<file path="src/mesiPkg.sv">
package mesiPkg;

	typedef logic [15:0] addrT; // Word address
	typedef logic [31:0] dataT;

	// Line state in a private cache
	typedef enum logic [1:0] {
		Invalid,
		Shared,
		Exclusive,
		Modified
	} mesiStateT;

	// Commands placed on the snooping bus
	typedef enum logic [2:0] {
		BusIdle,
		BusRd,
		BusRdX,
		BusUpgr,
		BusWb
	} busCmdT;

endpackage

</file>
<file path="src/snoopBus.sv">
`timescale 1ns/1ns

module snoopBus #(
	parameter int numDevices = 2
) (
	input  logic clock,
	input  logic rstN,
	input  logic [numDevices-1:0] busReq,
	input  mesiPkg::busCmdT busCmd [numDevices],
	input  mesiPkg::addrT busAddr [numDevices],
	input  mesiPkg::dataT busWData [numDevices],
	input  logic [numDevices-1:0] busGrant,
	output logic [numDevices-1:0] busDone,
	output mesiPkg::dataT busRData,
	output logic busShared,
	output logic snoopValid,
	output logic [numDevices-1:0] snoopSrc,
	output mesiPkg::busCmdT snoopCmd,
	output mesiPkg::addrT snoopAddr,
	input  logic [numDevices-1:0] snoopShared,
	input  logic [numDevices-1:0] snoopFlush,
	input  mesiPkg::dataT snoopData [numDevices],
	output logic memValid,
	output logic memWrite,
	output mesiPkg::addrT memAddr,
	output mesiPkg::dataT memWData,
	input  logic memDone,
	input  mesiPkg::dataT memRData
);
	import mesiPkg::*;

	typedef enum logic [2:0] {Idle, Snoop, Collect, MemAccess, Done} busStateT;

	busStateT state;
	logic [numDevices-1:0] ownerQ;
	logic [numDevices-1:0] active;
	logic [numDevices-1:0] flushers;
	busCmdT cmdQ;
	busCmdT selCmd;
	addrT addrQ;
	addrT selAddr;
	dataT wDataQ;
	dataT selWData;
	dataT flushData;
	dataT rDataQ;
	logic sharedQ;

	assign active = busGrant & busReq;
	assign flushers = snoopFlush & ~ownerQ;

	always_comb begin
		selCmd = BusIdle;
		selAddr = '0;
		selWData = '0;
		flushData = '0;
		for (int k = 0; k < numDevices; k++) begin
			if (active[k]) begin
				selCmd = busCmd[k];
				selAddr = busAddr[k];
				selWData = busWData[k];
			end
			if (flushers[k])
				flushData = snoopData[k]; // Only one Modified owner
		end
	end

	assign snoopValid = state == Snoop;
	assign snoopSrc = ownerQ;
	assign snoopCmd = snoopValid ? cmdQ : BusIdle;
	assign snoopAddr = addrQ;
	assign busDone = state == Done ? ownerQ : '0;
	assign busRData = rDataQ;
	assign busShared = sharedQ;
	assign memAddr = addrQ;

	always_ff @(posedge clock or negedge rstN) begin
		if (!rstN) begin
			state <= Idle;
			ownerQ <= '0;
			cmdQ <= BusIdle;
			sharedQ <= 1'b0;
			memValid <= 1'b0;
			memWrite <= 1'b0;
		end else begin
			case (state)
				Idle: begin
					if (active != '0) begin
						ownerQ <= active;
						cmdQ <= selCmd;
						state <= Snoop;
					end
				end
				Snoop: state <= Collect;
				Collect: begin
					sharedQ <= (snoopShared & ~ownerQ) != '0;
					if (cmdQ == BusUpgr) begin
						state <= Done; // Invalidation only
					end else begin
						memValid <= 1'b1;
						memWrite <= cmdQ == BusWb || flushers != '0;
						state <= MemAccess;
					end
				end
				MemAccess: begin
					memValid <= 1'b0;
					if (memDone)
						state <= Done;
				end
				Done: state <= Idle;
				default: state <= Idle;
			endcase
		end
	end

	always_ff @(posedge clock) begin
		if (state == Idle && active != '0) begin
			addrQ <= selAddr;
			wDataQ <= selWData;
		end
		if (state == Collect) begin
			memWData <= cmdQ == BusWb ? wDataQ : flushData;
			rDataQ <= flushData;
		end
		if (state == MemAccess && memDone && !memWrite)
			rDataQ <= memRData;
	end

endmodule

</file>
<file path="config.mk">
export PLATFORM = sky130hd
export DESIGN_NAME = snoopBus
export DESIGN_NICKNAME = d
export VERILOG_FILES = /design/src/mesiPkg.sv /design/src/snoopBus.sv
export SDC_FILE = /design/constraint.sdc
export NUM_CORES = 1
export LEC_CHECK = 0
export BUFFER_PORTS_ARGS = -buffer_cell sky130_fd_sc_hd__buf_2
export CORE_MARGIN = 2
export CORE_UTILIZATION = 30
export CTS_BUF_LIST = sky130_fd_sc_hd__clkbuf_8
export DETAILED_ROUTE_END_ITERATION = 6
export MAX_ROUTING_LAYER = met4
export PLACE_DENSITY = 0.6
export SYNTH_ARGS = -nofsm -noshare
export SYNTH_HDL_FRONTEND = slang
export SYNTH_SLANG_ARGS = --single-unit
</file>
<file path="constraint.sdc">
create_clock -name clock -period 7.04 [get_ports clock]
set_clock_uncertainty 0.2 [all_clocks]
set_input_delay 2.112 -clock clock [delete_from_list [all_inputs] [get_ports clock]]
set_output_delay 2.112 -clock clock [all_outputs]
set_load 0.01 [all_outputs]
</file>
==> qor.yml <==
syn_area_per_cell_um2: 12.5
slew_headroom: 0.153
slew_violations: 0
p_leak_nw: 3.87
critical_path_buf_inv_count: 1
cts_buffer_depth: 2
crit_family: "simple AND/OR/NAND/NOR gates"
ioPinCount: 316
drc_errors: 0
p_sw_mw: 1.04
crit_type: "primary input to flip-flop"
wl_mm: 19.0
viasPerCell: 4.80
dr.pass1.iters: 5
gp_congestion: 0.788
syn_area_mm2: 0.00593
synth_commonest_cells: "edfxtp_1, a22o_1, a31oi_1"
cts_buffers: 17
finalHoldViolCount: 0
antenna_found_initial: 0
dr_wl_met3_mm: 1.71
cp_cell_sequence: "buf_2, nand2b_1, or3_2, nand2_2"
synthesis.nets: 685
slowest_stage: "or3_2"
die_height_um: 145
startpoint_type: "primary input"
dr.first_iter.drc_count: 249
cts_num_sinks: 123
dp_hpwl_mm: 13.2
placedCellCount: 1006
multiInputGateArea_mm2: 0.00187
rows: 51
yosys_warnings: 0
grt_max_degree: 66
drv_cap: 0
rrSetupSlack_ns: 4.02
yosysTopAreaCellShare: 0.567
stdcell_count: 1037
drive_above_1_share: 0.464
synth_seq_cells: 123
die_area_mm2: 0.0209
switching_share: 0.352
netlist_instances: 476
clk_latency_ns: 0.44
post_cts.repair.setup_buffers: 0
wl_met1_mm: 7.52
min_path_type: "flip-flop to flip-flop"
ctsResizeCount: 0
top_layer: "met4"
cts-htree-levels: 4
synth_edf_count: 112
root_buffer: "clkbuf_8"
endpoint_kind: "flip-flop"
seqCellArea_mm2: 0.00364
timing.final.crit_period_ns: 4.25
path_clk_slew_ns: 0.07
coreArea_mm2: 0.0195
start_util: 0.305
rsz0062_at_grt: "no"
fin_tns_setup_ns: 0
ant_nets: 0
pwr-share-comb: 0.342
io_buffers: 315
areaGrowthSynthToFinish_pct: 34.6
fin_crit_sh: 0.604
cts_tree: "yes"
internal_power_mw: 1.92
n_fill_cell: 1907
synth_cell_types: 33
power_density_mw_per_mm2: 371
gr-total-overflow: 0
grt_pass1_wl_mm: 26.8
grt_use_total: 0.182
antenna_cells: 0
cp_max_fo: 33
final_nets: 969
setup_viol: 0
cts_hold_buf: 0
synth.area.top_cells: "edfxtp_1, a22o_1, mux2i_1, and3b_1, dfrtp_1"
yosysMostFrequentCell: "edfxtp_1"
holdWs_ns: 0.300
clockPowerShare: 0.226
die_w_um: 145
critPathArrivalTime_ns: 4.00
ys_seq_area_frac: 0.614
synth.largest_area_cell: "edfxtp_1"
crit_required_ns: 6.79
seq_power_share: 0.432
ir_drop_uv: 263
ys.flop_type: "edfxtp_1"
grt_pass1_vias: 4827
async_flop_share: 0.0894
routedWlPerCell_um: 18.3
vias: 4976
worstMarginPinSlew_ns: 1.27
wl_met2_mm: 9.53
status: "complete, no violations"
max_stage_delay_ns: 0.85
fmax_mhz: 235
## worst paths after layout
check	start	end	depth (start not counted)
max reg2reg	state[0]	busRData[4]	3
max	memDone	busRData[4]	4
min reg2reg	memValid	memValid	2
max in group asynchronous	rstN	memWrite	1
min	memValid	memValid	2
min in group asynchronous	rstN	cmdQ[1]	1
## placed cells by master (no fill, tap or decap), types with 2 or more instances in the layout
| master | count |
|---|---|
| a21oi_1 | 33 |
| a22o_1 | 48 |
| o21ai_0 | 7 |
| nand2_1 | 8 |
| nand3b_1 | 2 |
| nand2b_1 | 3 |
| inv_1 | 32 |
| and3_1 | 5 |
| buf_2 | 315 |
| nor2_1 | 35 |
| bufinv_16 | 4 |
| clkinvlp_4 | 3 |
| and2_1 | 4 |
| and3b_1 | 32 |
| nand2_2 | 2 |
| mux2i_1 | 31 |
| buf_4 | 4 |
| clkinv_2 | 3 |
| edfxtp_1 | 112 |
| clkinv_1 | 3 |
| a31oi_1 | 38 |
| o2bb2ai_1 | 3 |
| dfrtp_1 | 11 |
| clkbuf_8 | 17 |
## worst register-to-register path, delay by kind of cell, from the launching register on
| kind | cells | cell delay, ns |
|---|---|---|
| simple gates | 3 | 1.92 |
| flops | 1 | 0.52 |
## metrics by stage
stage	power, mW	setup slack (ns)	utilization	cell area [um^2]
finish	2.96	2.79	0.410	7980
global route	3.14	2.63	0.410	7980
CTS	3.01	2.72	0.410	7980
detailed placement	2.33	2.27	0.389	7570
global placement	2.32	2.32	0.389	7570
floorplan	1.87	2.98	-	5930
## power by group through the flow
stage	Combinational (mW)	Sequential (mW)	Clock [mW]
after floorplan	0.505	1.37	0
after global placement	1.02	1.30	0
after detailed placement	1.03	1.29	0
after CTS	1.04	1.28	0.685
after global routing	1.12	1.30	0.714
final	1.01	1.28	0.669
## cell type report
class	count	area share
clock buffer	17	0.0293
clock inverter	14	0.0223
inverter	33	0.0155
multi-input combinational	266	0.234
sequential	123	0.456
tap	265	0.0415
timing repair buffer	319	0.201
## sequential cells by signal, summed over array words and instances, names as in the netlist
register / flops
memWData: 32
busRData: 32
wDataQ: 32
memAddr: 16
state: 3
memWrite: 1
memValid: 1
snoopSrc: 2
cmdQ: 3
busShared: 1
## cell families after synthesis
kind of cell	count (synthesis)	share of synthesized area
AO/OA/AOI/OAI	131	0.152
flip-flops	123	0.614
AND/OR/NAND/NOR	104	0.106
buffers and inverters	87	0.0762
multiplexers	31	0.0523
## layer usage
| layer | vias to the layer above | GRT usage |
|---|---|---|
| met5 | - | - |
| met4 | 0 | 0.0480 |
| met3 | 23 | 0.0553 |
| met2 | 272 | 0.311 |
| met1 | 2337 | 0.207 |
| li1 | 2344 | - |
Power figures use the tool's default switching activity.
